--- src/hw/tcu_config.svh ---
/*
 * Tensor-core issue configuration
 * Tile step counts, sub-block counts, base float registers of the
 * A, B and C tiles, UUID width and instruction buffer depth
 */
`ifndef TCU_CONFIG_SVH
`define TCU_CONFIG_SVH

// Steps along each tile axis
`define TCU_M_STEPS 2
`define TCU_N_STEPS 2
`define TCU_K_STEPS 2

// A and B tiles are spread over this many register sub-blocks
`define TCU_A_SUB_BLOCKS 2
`define TCU_B_SUB_BLOCKS 1

// Base float registers, 5-bit indices
`define TCU_RA 8
`define TCU_RB 16
`define TCU_RC 24

`define UUID_WIDTH 32

`define IBUF_DEPTH 4

`endif

--- src/hw/gpu_pkg.sv ---
/*
 * Instruction-stream types
 * Execution units, register files and the register number layout
 * shared by the buffer, the expander and the micro-op generator
 */
package gpu_pkg;

    localparam int pc_w      = 32;
    localparam int tmask_w   = 4;
    localparam int op_type_w = 4;

    // A register number is the file bit over a 5-bit index
    localparam int reg_num_w = 6;

    typedef enum logic [1:0] {
        EX_ALU,
        EX_LSU,
        EX_SFU,
        EX_TCU
    } ex_type_e;

    typedef enum logic {
        REG_INT,
        REG_FLOAT
    } reg_type_e;

    function automatic logic [reg_num_w-1:0] make_reg_num(reg_type_e rtype, logic [4:0] idx);
        return {rtype, idx};
    endfunction

endpackage

--- src/hw/tcu_pkg.sv ---
/*
 * Tensor-core types
 * TCU opcodes and data formats, plus the micro-op count and the
 * index widths derived from the tile configuration
 */
`include "tcu_config.svh"

package tcu_pkg;

    // Carried in the op_type field of a TCU instruction
    typedef enum logic [gpu_pkg::op_type_w-1:0] {
        TCU_MMA  = 4'd0,
        TCU_ZERO = 4'd1
    } tcu_op_e;

    typedef enum logic [2:0] {
        FMT_FP16,
        FMT_BF16,
        FMT_FP32,
        FMT_INT8
    } tcu_fmt_e;

    localparam int TCU_UOPS  = `TCU_M_STEPS * `TCU_N_STEPS * `TCU_K_STEPS;
    localparam int TCU_CTR_W = (TCU_UOPS > 1) ? $clog2(TCU_UOPS) : 1;

    localparam int TCU_LG_M    = $clog2(`TCU_M_STEPS);
    localparam int TCU_LG_N    = $clog2(`TCU_N_STEPS);
    localparam int TCU_LG_K    = $clog2(`TCU_K_STEPS);
    localparam int TCU_LG_A_SB = $clog2(`TCU_A_SUB_BLOCKS);
    localparam int TCU_LG_B_SB = $clog2(`TCU_B_SUB_BLOCKS);

endpackage

--- src/hw/ibuffer_fifo.sv ---
/*
 * Instruction buffer
 * Circular FIFO of decoded instructions with valid/ready on the write
 * side and a combinational head with a pop strobe on the read side
 */
`timescale 1ns/1ps
`include "tcu_config.svh"

module ibuffer_fifo #(
    parameter int DEPTH = 4
) (
    input  logic                            clk,
    input  logic                            reset,
    input  logic [`UUID_WIDTH-1:0]          in_uuid,
    input  logic [gpu_pkg::tmask_w-1:0]     in_tmask,
    input  logic [gpu_pkg::pc_w-1:0]        in_pc,
    input  gpu_pkg::ex_type_e               in_ex_type,
    input  logic [gpu_pkg::op_type_w-1:0]   in_op_type,
    input  tcu_pkg::tcu_fmt_e               in_fmt_s,
    input  tcu_pkg::tcu_fmt_e               in_fmt_d,
    input  logic                            in_wb,
    input  logic [gpu_pkg::reg_num_w-1:0]   in_rd,
    input  logic [gpu_pkg::reg_num_w-1:0]   in_rs1,
    input  logic [gpu_pkg::reg_num_w-1:0]   in_rs2,
    input  logic [gpu_pkg::reg_num_w-1:0]   in_rs3,
    input  logic                            in_valid,
    output logic                            in_ready,
    output logic [`UUID_WIDTH-1:0]          head_uuid,
    output logic [gpu_pkg::tmask_w-1:0]     head_tmask,
    output logic [gpu_pkg::pc_w-1:0]        head_pc,
    output gpu_pkg::ex_type_e               head_ex_type,
    output logic [gpu_pkg::op_type_w-1:0]   head_op_type,
    output tcu_pkg::tcu_fmt_e               head_fmt_s,
    output tcu_pkg::tcu_fmt_e               head_fmt_d,
    output logic                            head_wb,
    output logic [gpu_pkg::reg_num_w-1:0]   head_rd,
    output logic [gpu_pkg::reg_num_w-1:0]   head_rs1,
    output logic [gpu_pkg::reg_num_w-1:0]   head_rs2,
    output logic [gpu_pkg::reg_num_w-1:0]   head_rs3,
    output logic                            head_valid,
    input  logic                            head_pop
);
    import gpu_pkg::*;
    import tcu_pkg::*;

    localparam int PTR_W = (DEPTH > 1) ? $clog2(DEPTH) : 1;

    typedef struct packed {
        logic [`UUID_WIDTH-1:0] uuid;
        logic [tmask_w-1:0]     tmask;
        logic [pc_w-1:0]        pc;
        ex_type_e               ex_type;
        logic [op_type_w-1:0]   op_type;
        tcu_fmt_e               fmt_s;
        tcu_fmt_e               fmt_d;
        logic                   wb;
        logic [reg_num_w-1:0]   rd;
        logic [reg_num_w-1:0]   rs1;
        logic [reg_num_w-1:0]   rs2;
        logic [reg_num_w-1:0]   rs3;
    } word_t;

    word_t            mem [DEPTH];
    logic [PTR_W-1:0] wr_ptr;
    logic [PTR_W-1:0] rd_ptr;
    logic [PTR_W:0]   count;
    logic             push;

    // Pointers wrap explicitly so DEPTH need not be a power of two
    function automatic logic [PTR_W-1:0] ptr_inc(logic [PTR_W-1:0] ptr);
        return (ptr == PTR_W'(DEPTH - 1)) ? '0 : ptr + 1'b1;
    endfunction

    assign in_ready   = (count != (PTR_W + 1)'(DEPTH));
    assign head_valid = (count != '0);
    assign push       = in_valid && in_ready;

    always_ff @(posedge clk) begin
        if (push) begin
            mem[wr_ptr] <= '{in_uuid, in_tmask, in_pc, in_ex_type, in_op_type, in_fmt_s,
                             in_fmt_d, in_wb, in_rd, in_rs1, in_rs2, in_rs3};
        end
    end

    always_ff @(posedge clk) begin
        if (reset) begin
            wr_ptr <= '0;
            rd_ptr <= '0;
            count  <= '0;
        end else begin
            if (push) begin
                wr_ptr <= ptr_inc(wr_ptr);
            end
            if (head_pop) begin
                rd_ptr <= ptr_inc(rd_ptr);
            end
            case ({push, head_pop})
                2'b10:   count <= count + 1'b1;
                2'b01:   count <= count - 1'b1;
                default: ;
            endcase
        end
    end

    assign head_uuid    = mem[rd_ptr].uuid;
    assign head_tmask   = mem[rd_ptr].tmask;
    assign head_pc      = mem[rd_ptr].pc;
    assign head_ex_type = mem[rd_ptr].ex_type;
    assign head_op_type = mem[rd_ptr].op_type;
    assign head_fmt_s   = mem[rd_ptr].fmt_s;
    assign head_fmt_d   = mem[rd_ptr].fmt_d;
    assign head_wb      = mem[rd_ptr].wb;
    assign head_rd      = mem[rd_ptr].rd;
    assign head_rs1     = mem[rd_ptr].rs1;
    assign head_rs2     = mem[rd_ptr].rs2;
    assign head_rs3     = mem[rd_ptr].rs3;

    // The expander must never pop an empty buffer
    assert property (@(posedge clk) disable iff (reset) head_pop |-> head_valid)
        else $error("ibuffer_fifo: pop while empty");

endmodule

--- src/hw/tcu_uops.sv ---
/*
 * TCU micro-op generator
 * Steps a counter through the N, M and K tile indices of an MMA and
 * derives each micro-op's step fields, float registers and UUID
 */
`timescale 1ns/1ps
`include "tcu_config.svh"

module tcu_uops (
    input  logic                            clk,
    input  logic                            reset,
    input  logic [`UUID_WIDTH-1:0]          in_uuid,
    input  logic [gpu_pkg::tmask_w-1:0]     in_tmask,
    input  logic [gpu_pkg::pc_w-1:0]        in_pc,
    input  gpu_pkg::ex_type_e               in_ex_type,
    input  logic [gpu_pkg::op_type_w-1:0]   in_op_type,
    input  tcu_pkg::tcu_fmt_e               in_fmt_s,
    input  tcu_pkg::tcu_fmt_e               in_fmt_d,
    input  logic                            start,
    input  logic                            next,
    output logic                            done,
    output logic [`UUID_WIDTH-1:0]          out_uuid,
    output logic [gpu_pkg::tmask_w-1:0]     out_tmask,
    output logic [gpu_pkg::pc_w-1:0]        out_pc,
    output gpu_pkg::ex_type_e               out_ex_type,
    output logic [gpu_pkg::op_type_w-1:0]   out_op_type,
    output tcu_pkg::tcu_fmt_e               out_fmt_s,
    output tcu_pkg::tcu_fmt_e               out_fmt_d,
    output logic                            out_wb,
    output logic [gpu_pkg::reg_num_w-1:0]   out_rd,
    output logic [gpu_pkg::reg_num_w-1:0]   out_rs1,
    output logic [gpu_pkg::reg_num_w-1:0]   out_rs2,
    output logic [gpu_pkg::reg_num_w-1:0]   out_rs3,
    output logic [3:0]                      out_step_m,
    output logic [3:0]                      out_step_n
);
    import gpu_pkg::*;
    import tcu_pkg::*;

    logic [TCU_CTR_W-1:0] counter;
    logic                 busy;
    logic [TCU_CTR_W-1:0] n_idx;
    logic [TCU_CTR_W-1:0] m_idx;
    logic [TCU_CTR_W-1:0] k_idx;
    logic [TCU_CTR_W-1:0] rs1_off;
    logic [TCU_CTR_W-1:0] rs2_off;
    logic [TCU_CTR_W-1:0] rs3_off;

    // Counter reads as {k, m, n} with N fastest; for power-of-two steps
    // these reduce to plain bit slices
    assign n_idx = TCU_CTR_W'(counter % `TCU_N_STEPS);
    assign m_idx = TCU_CTR_W'((counter / `TCU_N_STEPS) % `TCU_M_STEPS);
    assign k_idx = TCU_CTR_W'(counter / (`TCU_N_STEPS * `TCU_M_STEPS));

    // Offsets of the A, B and C tiles inside their register blocks
    assign rs1_off = ((m_idx >> TCU_LG_A_SB) << TCU_LG_K) | k_idx;
    assign rs2_off = ((k_idx << TCU_LG_N) | n_idx) >> TCU_LG_B_SB;
    assign rs3_off = (m_idx << TCU_LG_N) | n_idx;

    assign out_rs1 = make_reg_num(REG_FLOAT, 5'(`TCU_RA) + 5'(rs1_off));
    assign out_rs2 = make_reg_num(REG_FLOAT, 5'(`TCU_RB) + 5'(rs2_off));
    assign out_rs3 = make_reg_num(REG_FLOAT, 5'(`TCU_RC) + 5'(rs3_off));
    assign out_rd  = out_rs3;

    // Micro-op index goes in the top bits of the UUID
    assign out_uuid    = {counter, in_uuid[`UUID_WIDTH-TCU_CTR_W-1:0]};
    assign out_tmask   = in_tmask;
    assign out_pc      = in_pc;
    assign out_ex_type = in_ex_type;
    assign out_op_type = in_op_type;
    assign out_fmt_s   = in_fmt_s;
    assign out_fmt_d   = in_fmt_d;
    assign out_wb      = 1'b1;
    assign out_step_m  = 4'(m_idx);
    assign out_step_n  = 4'(n_idx);

    always_ff @(posedge clk) begin
        if (reset) begin
            counter <= '0;
            busy    <= 1'b0;
            done    <= 1'b0;
        end else if (!busy && start) begin
            busy <= 1'b1;
            done <= (TCU_UOPS == 1);
        end else if (busy && next) begin
            // Last micro-op taken, so rewind for the next MMA
            counter <= done ? '0 : counter + 1'b1;
            done    <= (counter == TCU_CTR_W'(TCU_UOPS - 2));
            busy    <= !done;
        end
    end

    assert property (@(posedge clk) disable iff (reset) next |-> busy)
        else $error("tcu_uops: next while idle");

endmodule

--- src/hw/uop_expander.sv ---
/*
 * Micro-op expander
 * Passes ordinary instructions straight from the buffer head and runs
 * each TCU MMA through the micro-op generator, popping the head once
 * its last record has been taken
 */
`timescale 1ns/1ps
`include "tcu_config.svh"

module uop_expander (
    input  logic                            clk,
    input  logic                            reset,
    input  logic [`UUID_WIDTH-1:0]          head_uuid,
    input  logic [gpu_pkg::tmask_w-1:0]     head_tmask,
    input  logic [gpu_pkg::pc_w-1:0]        head_pc,
    input  gpu_pkg::ex_type_e               head_ex_type,
    input  logic [gpu_pkg::op_type_w-1:0]   head_op_type,
    input  tcu_pkg::tcu_fmt_e               head_fmt_s,
    input  tcu_pkg::tcu_fmt_e               head_fmt_d,
    input  logic                            head_wb,
    input  logic [gpu_pkg::reg_num_w-1:0]   head_rd,
    input  logic [gpu_pkg::reg_num_w-1:0]   head_rs1,
    input  logic [gpu_pkg::reg_num_w-1:0]   head_rs2,
    input  logic [gpu_pkg::reg_num_w-1:0]   head_rs3,
    input  logic                            head_valid,
    output logic                            head_pop,
    output logic                            start,
    output logic                            next,
    input  logic                            done,
    input  logic [`UUID_WIDTH-1:0]          uop_uuid,
    input  logic [gpu_pkg::tmask_w-1:0]     uop_tmask,
    input  logic [gpu_pkg::pc_w-1:0]        uop_pc,
    input  gpu_pkg::ex_type_e               uop_ex_type,
    input  logic [gpu_pkg::op_type_w-1:0]   uop_op_type,
    input  tcu_pkg::tcu_fmt_e               uop_fmt_s,
    input  tcu_pkg::tcu_fmt_e               uop_fmt_d,
    input  logic                            uop_wb,
    input  logic [gpu_pkg::reg_num_w-1:0]   uop_rd,
    input  logic [gpu_pkg::reg_num_w-1:0]   uop_rs1,
    input  logic [gpu_pkg::reg_num_w-1:0]   uop_rs2,
    input  logic [gpu_pkg::reg_num_w-1:0]   uop_rs3,
    input  logic [3:0]                      uop_step_m,
    input  logic [3:0]                      uop_step_n,
    output logic [`UUID_WIDTH-1:0]          out_uuid,
    output logic [gpu_pkg::tmask_w-1:0]     out_tmask,
    output logic [gpu_pkg::pc_w-1:0]        out_pc,
    output gpu_pkg::ex_type_e               out_ex_type,
    output logic [gpu_pkg::op_type_w-1:0]   out_op_type,
    output tcu_pkg::tcu_fmt_e               out_fmt_s,
    output tcu_pkg::tcu_fmt_e               out_fmt_d,
    output logic                            out_wb,
    output logic [gpu_pkg::reg_num_w-1:0]   out_rd,
    output logic [gpu_pkg::reg_num_w-1:0]   out_rs1,
    output logic [gpu_pkg::reg_num_w-1:0]   out_rs2,
    output logic [gpu_pkg::reg_num_w-1:0]   out_rs3,
    output logic [3:0]                      out_step_m,
    output logic [3:0]                      out_step_n,
    output logic                            out_valid,
    input  logic                            out_ready
);
    import gpu_pkg::*;
    import tcu_pkg::*;

    typedef enum logic [1:0] {
        IDLE,
        LAUNCH,
        EXPAND
    } state_e;

    state_e state;
    state_e phase;
    logic   head_mma;
    logic   expand;

    assign head_mma = head_valid && (head_ex_type == EX_TCU) && (head_op_type == TCU_MMA);

    // LAUNCH is the first cycle an MMA sits at the head. It is taken from the
    // head directly so start fires without waiting a cycle
    always_comb begin
        phase = state;
        if (state == IDLE && head_mma) begin
            phase = LAUNCH;
        end
    end

    always_ff @(posedge clk) begin
        if (reset) begin
            state <= IDLE;
        end else begin
            case (phase)
                LAUNCH:  state <= EXPAND;
                EXPAND:  if (out_ready && done) state <= IDLE;
                default: ;
            endcase
        end
    end

    assign expand    = (phase == EXPAND);
    assign start     = (phase == LAUNCH);
    assign next      = expand && out_ready;
    assign out_valid = expand || (phase == IDLE && head_valid);
    assign head_pop  = out_valid && out_ready && (phase == IDLE || done);

    assign out_uuid    = expand ? uop_uuid    : head_uuid;
    assign out_tmask   = expand ? uop_tmask   : head_tmask;
    assign out_pc      = expand ? uop_pc      : head_pc;
    assign out_ex_type = expand ? uop_ex_type : head_ex_type;
    assign out_op_type = expand ? uop_op_type : head_op_type;
    assign out_fmt_s   = expand ? uop_fmt_s   : head_fmt_s;
    assign out_fmt_d   = expand ? uop_fmt_d   : head_fmt_d;
    assign out_wb      = expand ? uop_wb      : head_wb;
    assign out_rd      = expand ? uop_rd      : head_rd;
    assign out_rs1     = expand ? uop_rs1     : head_rs1;
    assign out_rs2     = expand ? uop_rs2     : head_rs2;
    assign out_rs3     = expand ? uop_rs3     : head_rs3;
    assign out_step_m  = expand ? uop_step_m  : 4'd0;
    assign out_step_n  = expand ? uop_step_n  : 4'd0;

    // A stalled record holds until it is taken
    assert property (@(posedge clk) disable iff (reset)
        out_valid && !out_ready |=> out_valid && $stable({out_uuid, out_tmask, out_pc,
            out_ex_type, out_op_type, out_fmt_s, out_fmt_d, out_wb, out_rd, out_rs1,
            out_rs2, out_rs3, out_step_m, out_step_n}))
        else $error("uop_expander: output changed while stalled");

endmodule

--- src/hw/issue_front.sv ---
/*
 * Warp issue front end
 * Instruction buffer feeding the expander, which splits TCU MMA
 * instructions into micro-ops through the micro-op generator
 */
`timescale 1ns/1ps
`include "tcu_config.svh"

module issue_front (
    input  logic                            clk,
    input  logic                            reset,
    input  logic [`UUID_WIDTH-1:0]          in_uuid,
    input  logic [gpu_pkg::tmask_w-1:0]     in_tmask,
    input  logic [gpu_pkg::pc_w-1:0]        in_pc,
    input  gpu_pkg::ex_type_e               in_ex_type,
    input  logic [gpu_pkg::op_type_w-1:0]   in_op_type,
    input  tcu_pkg::tcu_fmt_e               in_fmt_s,
    input  tcu_pkg::tcu_fmt_e               in_fmt_d,
    input  logic                            in_wb,
    input  logic [gpu_pkg::reg_num_w-1:0]   in_rd,
    input  logic [gpu_pkg::reg_num_w-1:0]   in_rs1,
    input  logic [gpu_pkg::reg_num_w-1:0]   in_rs2,
    input  logic [gpu_pkg::reg_num_w-1:0]   in_rs3,
    input  logic                            in_valid,
    output logic                            in_ready,
    output logic [`UUID_WIDTH-1:0]          out_uuid,
    output logic [gpu_pkg::tmask_w-1:0]     out_tmask,
    output logic [gpu_pkg::pc_w-1:0]        out_pc,
    output gpu_pkg::ex_type_e               out_ex_type,
    output logic [gpu_pkg::op_type_w-1:0]   out_op_type,
    output tcu_pkg::tcu_fmt_e               out_fmt_s,
    output tcu_pkg::tcu_fmt_e               out_fmt_d,
    output logic                            out_wb,
    output logic [gpu_pkg::reg_num_w-1:0]   out_rd,
    output logic [gpu_pkg::reg_num_w-1:0]   out_rs1,
    output logic [gpu_pkg::reg_num_w-1:0]   out_rs2,
    output logic [gpu_pkg::reg_num_w-1:0]   out_rs3,
    output logic [3:0]                      out_step_m,
    output logic [3:0]                      out_step_n,
    output logic                            out_valid,
    input  logic                            out_ready
);
    import gpu_pkg::*;
    import tcu_pkg::*;

    // Buffer head
    logic [`UUID_WIDTH-1:0] head_uuid;
    logic [tmask_w-1:0]     head_tmask;
    logic [pc_w-1:0]        head_pc;
    ex_type_e               head_ex_type;
    logic [op_type_w-1:0]   head_op_type;
    tcu_fmt_e               head_fmt_s;
    tcu_fmt_e               head_fmt_d;
    logic                   head_wb;
    logic [reg_num_w-1:0]   head_rd;
    logic [reg_num_w-1:0]   head_rs1;
    logic [reg_num_w-1:0]   head_rs2;
    logic [reg_num_w-1:0]   head_rs3;
    logic                   head_valid;
    logic                   head_pop;

    // Micro-op generator control and record
    logic                   start;
    logic                   next;
    logic                   done;
    logic [`UUID_WIDTH-1:0] uop_uuid;
    logic [tmask_w-1:0]     uop_tmask;
    logic [pc_w-1:0]        uop_pc;
    ex_type_e               uop_ex_type;
    logic [op_type_w-1:0]   uop_op_type;
    tcu_fmt_e               uop_fmt_s;
    tcu_fmt_e               uop_fmt_d;
    logic                   uop_wb;
    logic [reg_num_w-1:0]   uop_rd;
    logic [reg_num_w-1:0]   uop_rs1;
    logic [reg_num_w-1:0]   uop_rs2;
    logic [reg_num_w-1:0]   uop_rs3;
    logic [3:0]             uop_step_m;
    logic [3:0]             uop_step_n;

    // Buffer and expander port names match the nets above one for one
    ibuffer_fifo #(
        .DEPTH(`IBUF_DEPTH)
    ) u_ibuffer (.*);

    uop_expander u_expander (.*);

    tcu_uops u_tcu_uops (
        .clk         (clk),
        .reset       (reset),
        .in_uuid     (head_uuid),
        .in_tmask    (head_tmask),
        .in_pc       (head_pc),
        .in_ex_type  (head_ex_type),
        .in_op_type  (head_op_type),
        .in_fmt_s    (head_fmt_s),
        .in_fmt_d    (head_fmt_d),
        .start       (start),
        .next        (next),
        .done        (done),
        .out_uuid    (uop_uuid),
        .out_tmask   (uop_tmask),
        .out_pc      (uop_pc),
        .out_ex_type (uop_ex_type),
        .out_op_type (uop_op_type),
        .out_fmt_s   (uop_fmt_s),
        .out_fmt_d   (uop_fmt_d),
        .out_wb      (uop_wb),
        .out_rd      (uop_rd),
        .out_rs1     (uop_rs1),
        .out_rs2     (uop_rs2),
        .out_rs3     (uop_rs3),
        .out_step_m  (uop_step_m),
        .out_step_n  (uop_step_n)
    );

endmodule

--- config.mk ---
export PLATFORM = sky130hd
export DESIGN_NAME = issue_front
export DESIGN_NICKNAME = d
export VERILOG_FILES = /design/src/hw/gpu_pkg.sv /design/src/hw/tcu_pkg.sv /design/src/hw/ibuffer_fifo.sv /design/src/hw/tcu_uops.sv /design/src/hw/uop_expander.sv /design/src/hw/issue_front.sv
export VERILOG_INCLUDE_DIRS = /design/src /design/src/hw
export SDC_FILE = /design/constraint.sdc
export NUM_CORES = 1
export LEC_CHECK = 0
export BUFFER_PORTS_ARGS = -buffer_cell sky130_fd_sc_hd__buf_2
export CAP_MARGIN = 20
export CORE_MARGIN = 3
export CORE_UTILIZATION = 62
export CTS_BUF_LIST = sky130_fd_sc_hd__clkbuf_16
export DETAILED_ROUTE_END_ITERATION = 12
export PLACE_DENSITY = 0.9
export SLEW_MARGIN = 20
export SYNTH_ARGS = -nofsm -noshare
export SYNTH_HDL_FRONTEND = slang
export SYNTH_HIERARCHICAL = 1
export SYNTH_SLANG_ARGS = --single-unit
--- constraint.sdc ---
create_clock -name clk -period 6.6 [get_ports clk]
set_clock_uncertainty 0.15 [all_clocks]
set_input_delay 0.33 -clock clk [delete_from_list [all_inputs] [get_ports clk]]
set_output_delay 0.33 -clock clk [all_outputs]
set_load 0.005 [all_outputs]
==> impl_results.md, run 1 <==
- Max_cap viols: 0
- RSZ-0062 raised after global routing: false
- Gr ovfl total: 0
- DR iter-0 viols: 517
- DRT Wirelength: 35150 microns
- Status: complete, no violations
- Peak supply drop: 0.3709 mV
- Post-CTS Setup Bufs: 0
- Core Area: 28780 sq um
- Slew Viols, Final: 0
- Routed len/inst: 22.78 microns
- Area contributors post-synth: edfxtp_1, mux4_2, mux2_2
- Ys flop type: edfxtp_1
- Fin nets: 1240
- Grt peak-use layer: met2
- Hold Crit Class: in2reg
- H-tree depth: 2
- Port bufs: 217
- Final period util: 65.97%
- Area delta synth->final: 17.51%
- Seq/Total Area, Yosys: 71.04%
- Final core occ: 74.22%
- Final setup violation count: 0
- Die area: 31410 sq um
- CTS buffer count: 42
- First-pass detailed-route iteration total: 5
- Fillers: 1554
- Yosys reg bits: 435
- DRC Markers: 0
- Worst setup EP type: output port
- Crit path kind: reg2out
- Rel. slew slack: 29.11%
- CTS tree: built
- Worst slew pin tran: 1.063 ns
- Gr usage total: 22.77%
- Final Hold Fails: 0
- Post-Place Cells: 1356
- Cells along the critical path: buf_4 -> buf_4 -> mux4_2 -> mux2_2 -> buf_2
- Area of the mapped netlist: 18180 sq um
- Die Y-Extent: 177.2 microns
- Most used cell, CP: buf_4
- Later-pin clock latency in the skew report: 0.52 ns
- Initial antenna violation count: 5
- Routing usage on met2: 40.40%
- Clk sink count: 435
- Initial Utilization: 63.16%
- Layout cells sized above 1: 44.55%
- Commonest cells post-synth: edfxtp_1, buf_4, mux4_2
- Top-area cell type share of the netlist area: 69.39%
- Final instance count without filler cells: 1543
- First-pass GRT wire length: 53960 microns
- Vias per std cell: 5.708
- CP arrival: 3.87 ns
- GR Util met1: 27.69%
- Post-synthesis async set-or-reset flop share: 0%
- Rows: 62
- Post-synth EDFFs: 420
- Max clock buf depth: 3
- PwrDens: 354.3 nW/um^2
- Most frequent cell after synthesis: edfxtp_1
- Via count: 8808
- Worst reg2reg setup slack: 2.69 ns
- Startpoint Class: flop
- Ys Warns: 6
- CP peak stage delay: 0.78 ns
- Cells after synthesis: 874
- Placed Area: 18820 sq um
- Post-synthesis cell type count: 40
- Met3 Track Usage GR: 5.877%
- Gpl congestion: 0.7358
- Setup TNS: 0 ns
- Leak pwr: 7.325 nW
- Final Critical Period: 4.354 ns
- Highest Clock Rate: 0.2297 GHz
- IO Count: 224
- Clk slew on worst S/H paths: 0.06 ns
- Detail Placement HPWL: 18840 microns
- Largest net degree at the start of global routing: 78
- Mean Syn Cell Area: 20.80 sq um
- CP max-delay cell: dfxtp_4
- Vias in the first global route: 9683
- Crit Path Max Fanout: 43
- CP Data Required Time: 6.12 ns
- CTS root buffer: clkbuf_16
- Largest area contributor in the netlist: edfxtp_1
- Post-route cell area: 21360 sq um
- Antenna viol nets, final: 0
- Width of the chip: 177.2 microns
path summary, 6_finish.rpt:
| path | from | endpoint | cells past startpoint |
|---|---|---|---|
| worst max-delay path | flop | out_pc[31] | 5 |
| worst min-delay path | out_ready | u_expander/state[1]$_SDFFE_PP0P_ | 3 |
| worst max register to register | flop | u_ibuffer/count[2]$_SDFFE_PP0P_ | 11 |
| worst min register to register | u_ibuffer/count[2]$_SDFFE_PP0P_ | u_ibuffer/count[2]$_SDFFE_PP0P_ | 2 |
registers in the layout (all words and copies together), names as in the netlist, named ones only:
name                count
u_expander/state        1
u_ibuffer/count         3
u_ibuffer/mem         420
u_ibuffer/rd_ptr        2
u_ibuffer/wr_ptr        2
u_tcu_uops/busy         1
u_tcu_uops/counter      3
u_tcu_uops/done         1
final cells by class:
type,count,area [sq um],area share (%)
multi-input cells,302,4224,19.78
diodes,3,7.507,0.03515
clock inverters,33,349.1,1.634
well taps,384,480.5,2.249
clock buffers,45,1126,5.272
flip-flops and latches,435,12920,60.51
inverters,9,33.78,0.1582
repair buffers,332,2215,10.37
cell families (layout without fill, tap and decap cells):
logic type | after synthesis | in the layout | synth area share [%]
other | 2 | 27 | 0.04132
adders and majority gates | 9 | 9 | 0.6609
muxes | 213 | 213 | 19.85
xor gates and xnor gates | 2 | 2 | 0.09639
and+or+nand+nor | 37 | 37 | 1.315
DFF | 435 | 435 | 71.04
buffers and inverters | 159 | 419 | 6.285
AOI/OAI and AO/OA | 17 | 17 | 0.7159
routing by layer:
| layer | routed length (microns) | share of wire (%) |
|---|---|---|
| met1 | 13050 | 37 |
| met2 | 18590 | 53 |
| met3 | 2641 | 7.5 |
| met4 | 845 | 2.4 |
| met5 | 17 | 0.048 |
critical path: cells and delay by family (launching register included):
family	cells	cell delay [ns]
flops	1	0.78
buf+inv	3	1.53
mux	2	0.93
metrics by stage:
| stage | hold WS (ns) | total power, mW | setup WS, ns |
|---|---|---|---|
| 6_report | 0.03965 | 7.568 | 2.246 |
| 5_1_grt | 0.04100 | 7.888 | 1.912 |
| 4_1_cts | 0.01640 | 7.620 | 2.095 |
| 3_5_place_dp | 0.3529 | 5.071 | 2.605 |
| 3_3_place_gp | 0.3348 | 5.019 | 2.679 |
| 2_1_floorplan | 0.2446 | 4.813 | 2.876 |
power breakdown:
part	switching (mW)	total [mW]	internal (mW)
clock	0.983	2.50	1.51
sequential	0.135	3.45	3.32
combinational	0.733	1.62	0.888
cells in the final DEF, fill, tap and decap left out, drive strengths merged, types with 2 or more instances in the layout:
cell	count
a21boi	2
a21oi	3
a32o	2
and2	9
and3	5
and4bb	3
buf	226
bufinv	7
clkbuf	45
clkinv	15
clkinvlp	6
conb	24
dfxtp	15
diode	3
dlygate4sd3	106
edfxtp	420
ha	8
inv	14
mux2	105
mux2i	3
mux4	105
nand2b	2
nor2	8
nor3b	2
o21a	2
o21ai	2
or3	3
xor2	2
timing repair:
| action | 4_1_cts | 5_1_grt |
|---|---|---|
| gates resized for setup | 0 | 0 |
| endpoints found under the hold margin | 423 | 0 |
| hold buffers | 106 | 0 |
(Power assumes the default switching activity.)
==> run 2, diff against run 1 <==
--- a/config.mk
+++ b/config.mk
@@ -6,13 +6,14 @@
 export SDC_FILE = /design/constraint.sdc
 export NUM_CORES = 1
 export LEC_CHECK = 0
+export ABC_AREA = 1
 export BUFFER_PORTS_ARGS = -buffer_cell sky130_fd_sc_hd__buf_2
 export CAP_MARGIN = 20
 export CORE_MARGIN = 3
-export CORE_UTILIZATION = 62
+export CORE_UTILIZATION = 53
 export CTS_BUF_LIST = sky130_fd_sc_hd__clkbuf_16
 export DETAILED_ROUTE_END_ITERATION = 12
-export PLACE_DENSITY = 0.9
+export PLACE_DENSITY = 0.83
 export SLEW_MARGIN = 20
 export SYNTH_ARGS = -nofsm -noshare
 export SYNTH_HDL_FRONTEND = slang
==> constraint.sdc (replaced) <==
create_clock -name clk -period 3.9 [get_ports clk]
set_clock_uncertainty 0.15 [all_clocks]
set_input_delay 0.195 -clock clk [delete_from_list [all_inputs] [get_ports clk]]
set_output_delay 0.195 -clock clk [all_outputs]
set_load 0.005 [all_outputs]
==> impl_results.md, run 2 <==
- Initial antenna violation count: 6
- Antenna viol nets, final: 0
- Cells after synthesis: 1601
- DR iter-0 viols: 1016
- Core Area: 34710 sq um
- Area contributors post-synth: edfxtp_1, nand2_1, buf_4
- Max reg flops: 420
- Fin nets: 1931
- Largest net degree at the start of global routing: 109
- DRC Markers: 0
- Max_cap viols: 0
- CTS tree: built
- Commonest cells post-synth: edfxtp_1, nand2_1, nor2_1
- Routed len/inst: 19.24 microns
- Width of the chip: 193.9 microns
- Rows: 68
- Via count: 12750
- Crit Path Max Fanout: 54
- Fillers: 2500
- Startpoint Class: flop
- Ys Warns: 6
- Post-synth EDFFs: 420
- Area delta synth->final: 15.97%
- CP arrival: 3.28 ns
- Hold Crit Class: in2reg
- Seq/Total Area, Yosys: 68.99%
- Final Hold Fails: 0
- IO Count: 224
- Post-synthesis async set-or-reset flop share: 0%
- Die area: 37600 sq um
- Top Registers: u_ibuffer/mem x420, u_ibuffer/count x3, u_tcu_uops/counter x3
- Leak pwr: 8.322 nW
- Detail Placement HPWL: 23820 microns
- PwrDens: 668.6 nW/um^2
- Total chip power: 14.51 mW
- Most frequent cell after synthesis: edfxtp_1
- Metal3 WL: 3578 microns
- DR top layer: met5
- Largest area contributor in the netlist: edfxtp_1
- RSZ-0062 raised after global routing: false
- CTS buffer count: 44
- Clk sink count: 435
- Crit path kind: reg2out
- Peak supply drop: 0.4648 mV
- Post-route cell area: 21700 sq um
- Status: complete, no violations
- Most common cell after layout, fill and taps aside: edfxtp_1
- Met2 wire length: 22620 microns
- Commonest non-fill, non-tap cells in the layout: edfxtp_1, nand2_1, nor2_1
- Area of the mapped netlist: 18720 sq um
- Rel. slew slack: 36.01%
- Gr usage total: 22.78%
- Highest Clock Rate: 0.2755 GHz
- Layout cells sized above 1: 17.49%
- Slew Viols, Final: 0
- Initial Utilization: 53.91%
- Clk slew on worst S/H paths: 0.06 ns
- Gpl congestion: 0.7941
- Placed Area: 19170 sq um
- First-pass GRT wire length: 68320 microns
- Top-area cell type share of the netlist area: 67.39%
- DRT Wirelength: 44400 microns
- Mean Syn Cell Area: 11.69 sq um
- Final instance count without filler cells: 2308
- Port bufs: 217
- Final period util: 93.06%
- Max clock buf depth: 3
- Vias per std cell: 5.525
- Setup Slack @ Placement: 0.7722 ns
- Worst slew pin tran: 0.9599 ns
- Yosys reg bits: 435
- Gr ovfl total: 0
- Later-pin clock latency in the skew report: 0.54 ns
- Final worst slack: 0.2708 ns
- Met1 WL: 16770 microns
- Final setup violation count: 0
- CTS root buffer: clkbuf_16
- Post-Place Cells: 2114
- Ys flop type: edfxtp_1
- Largest Register: u_ibuffer/mem
- H-tree depth: 2
- Final Critical Period: 3.629 ns
- First-pass detailed-route iteration total: 5
- CP Data Required Time: 3.56 ns
- Final core occ: 62.53%
- Worst setup EP type: output port
- Post-synthesis cell type count: 31
- Die Y-Extent: 193.9 microns
- Vias in the first global route: 12830
==> run 2: worst paths after layout <==
| check | from | endpoint | slack, ns | cells past startpoint |
|---|---|---|---|---|
| max reg2reg | flop | u_ibuffer/count[2]$_SDFFE_PP0P_ | 0.68 | 16 |
| min | in_pc[12] | u_ibuffer/mem[2][49]$_DFFE_PP_ | 0.25 | 2 |
| max | flop | out_uuid[20] | 0.27 | 8 |
| min reg2reg | u_ibuffer/rd_ptr[1]$_SDFFE_PP0P_ | flop | 0.39 | 2 |
==> run 2: area by class of cell <==
cell class | count | area [sq um] | area share (%)
multi-input cells | 952 | 4284 | 19.74
clock inverters | 35 | 306.5 | 1.412
clock buffers | 45 | 1126 | 5.188
diodes | 6 | 15.01 | 0.06918
inverters | 34 | 138.9 | 0.6399
flip-flops and latches | 435 | 12920 | 59.54
well taps | 455 | 569.3 | 2.623
repair buffers | 346 | 2341 | 10.79
==> run 2: worst max-delay path, stage by stage (launching register included) <==
cell     delay (ns)
dfxtp_4        0.38
inv_6          0.32
buf_4          0.55
buf_4          0.60
o21ai_0        0.19
o22ai_1        0.26
nand2_1        0.12
nand2_1        0.12
buf_2          0.13
==> run 2: cell families after synthesis <==
family / Yosys count / synth area share [%]
AO/OA/AOI/OAI: 329 / 9.667
adder cells (fa/ha/maj): 9 / 0.6418
buffers and inverters: 236 / 8.718
flip-flops: 435 / 68.99
other: 2 / 0.04013
AND/OR/NAND/NOR: 590 / 11.94
==> run 2: through the flow <==
step                hold slack [ns]  setup TNS [ns]
finish                       0.2487               0
floorplan                    0.1074          -52.77
CTS                          0.2162               0
global placement             0.2546               0
global route                 0.2328               0
detailed placement           0.2598               0
==> run 2: timing repair <==
action,CTS,global route
buffers inserted,0,0
hold endpoints to repair,435,0
resized for setup,0,0
hold buffers,108,0
==> run 2: power by group <==
group          switching (mW)  internal [mW]
Combinational            2.96           1.58
Sequential              0.188           5.63
Clock                    1.72           2.44
Total                    4.86           9.65
==> run 2: per-layer routing <==
metal | track usage, % | vias up
li1 | - | 5913
met3 | 4.136 | 98
met1 | 28.76 | 6126
met5 | 0 | -
met2 | 39.36 | 612
met4 | 9.043 | 2
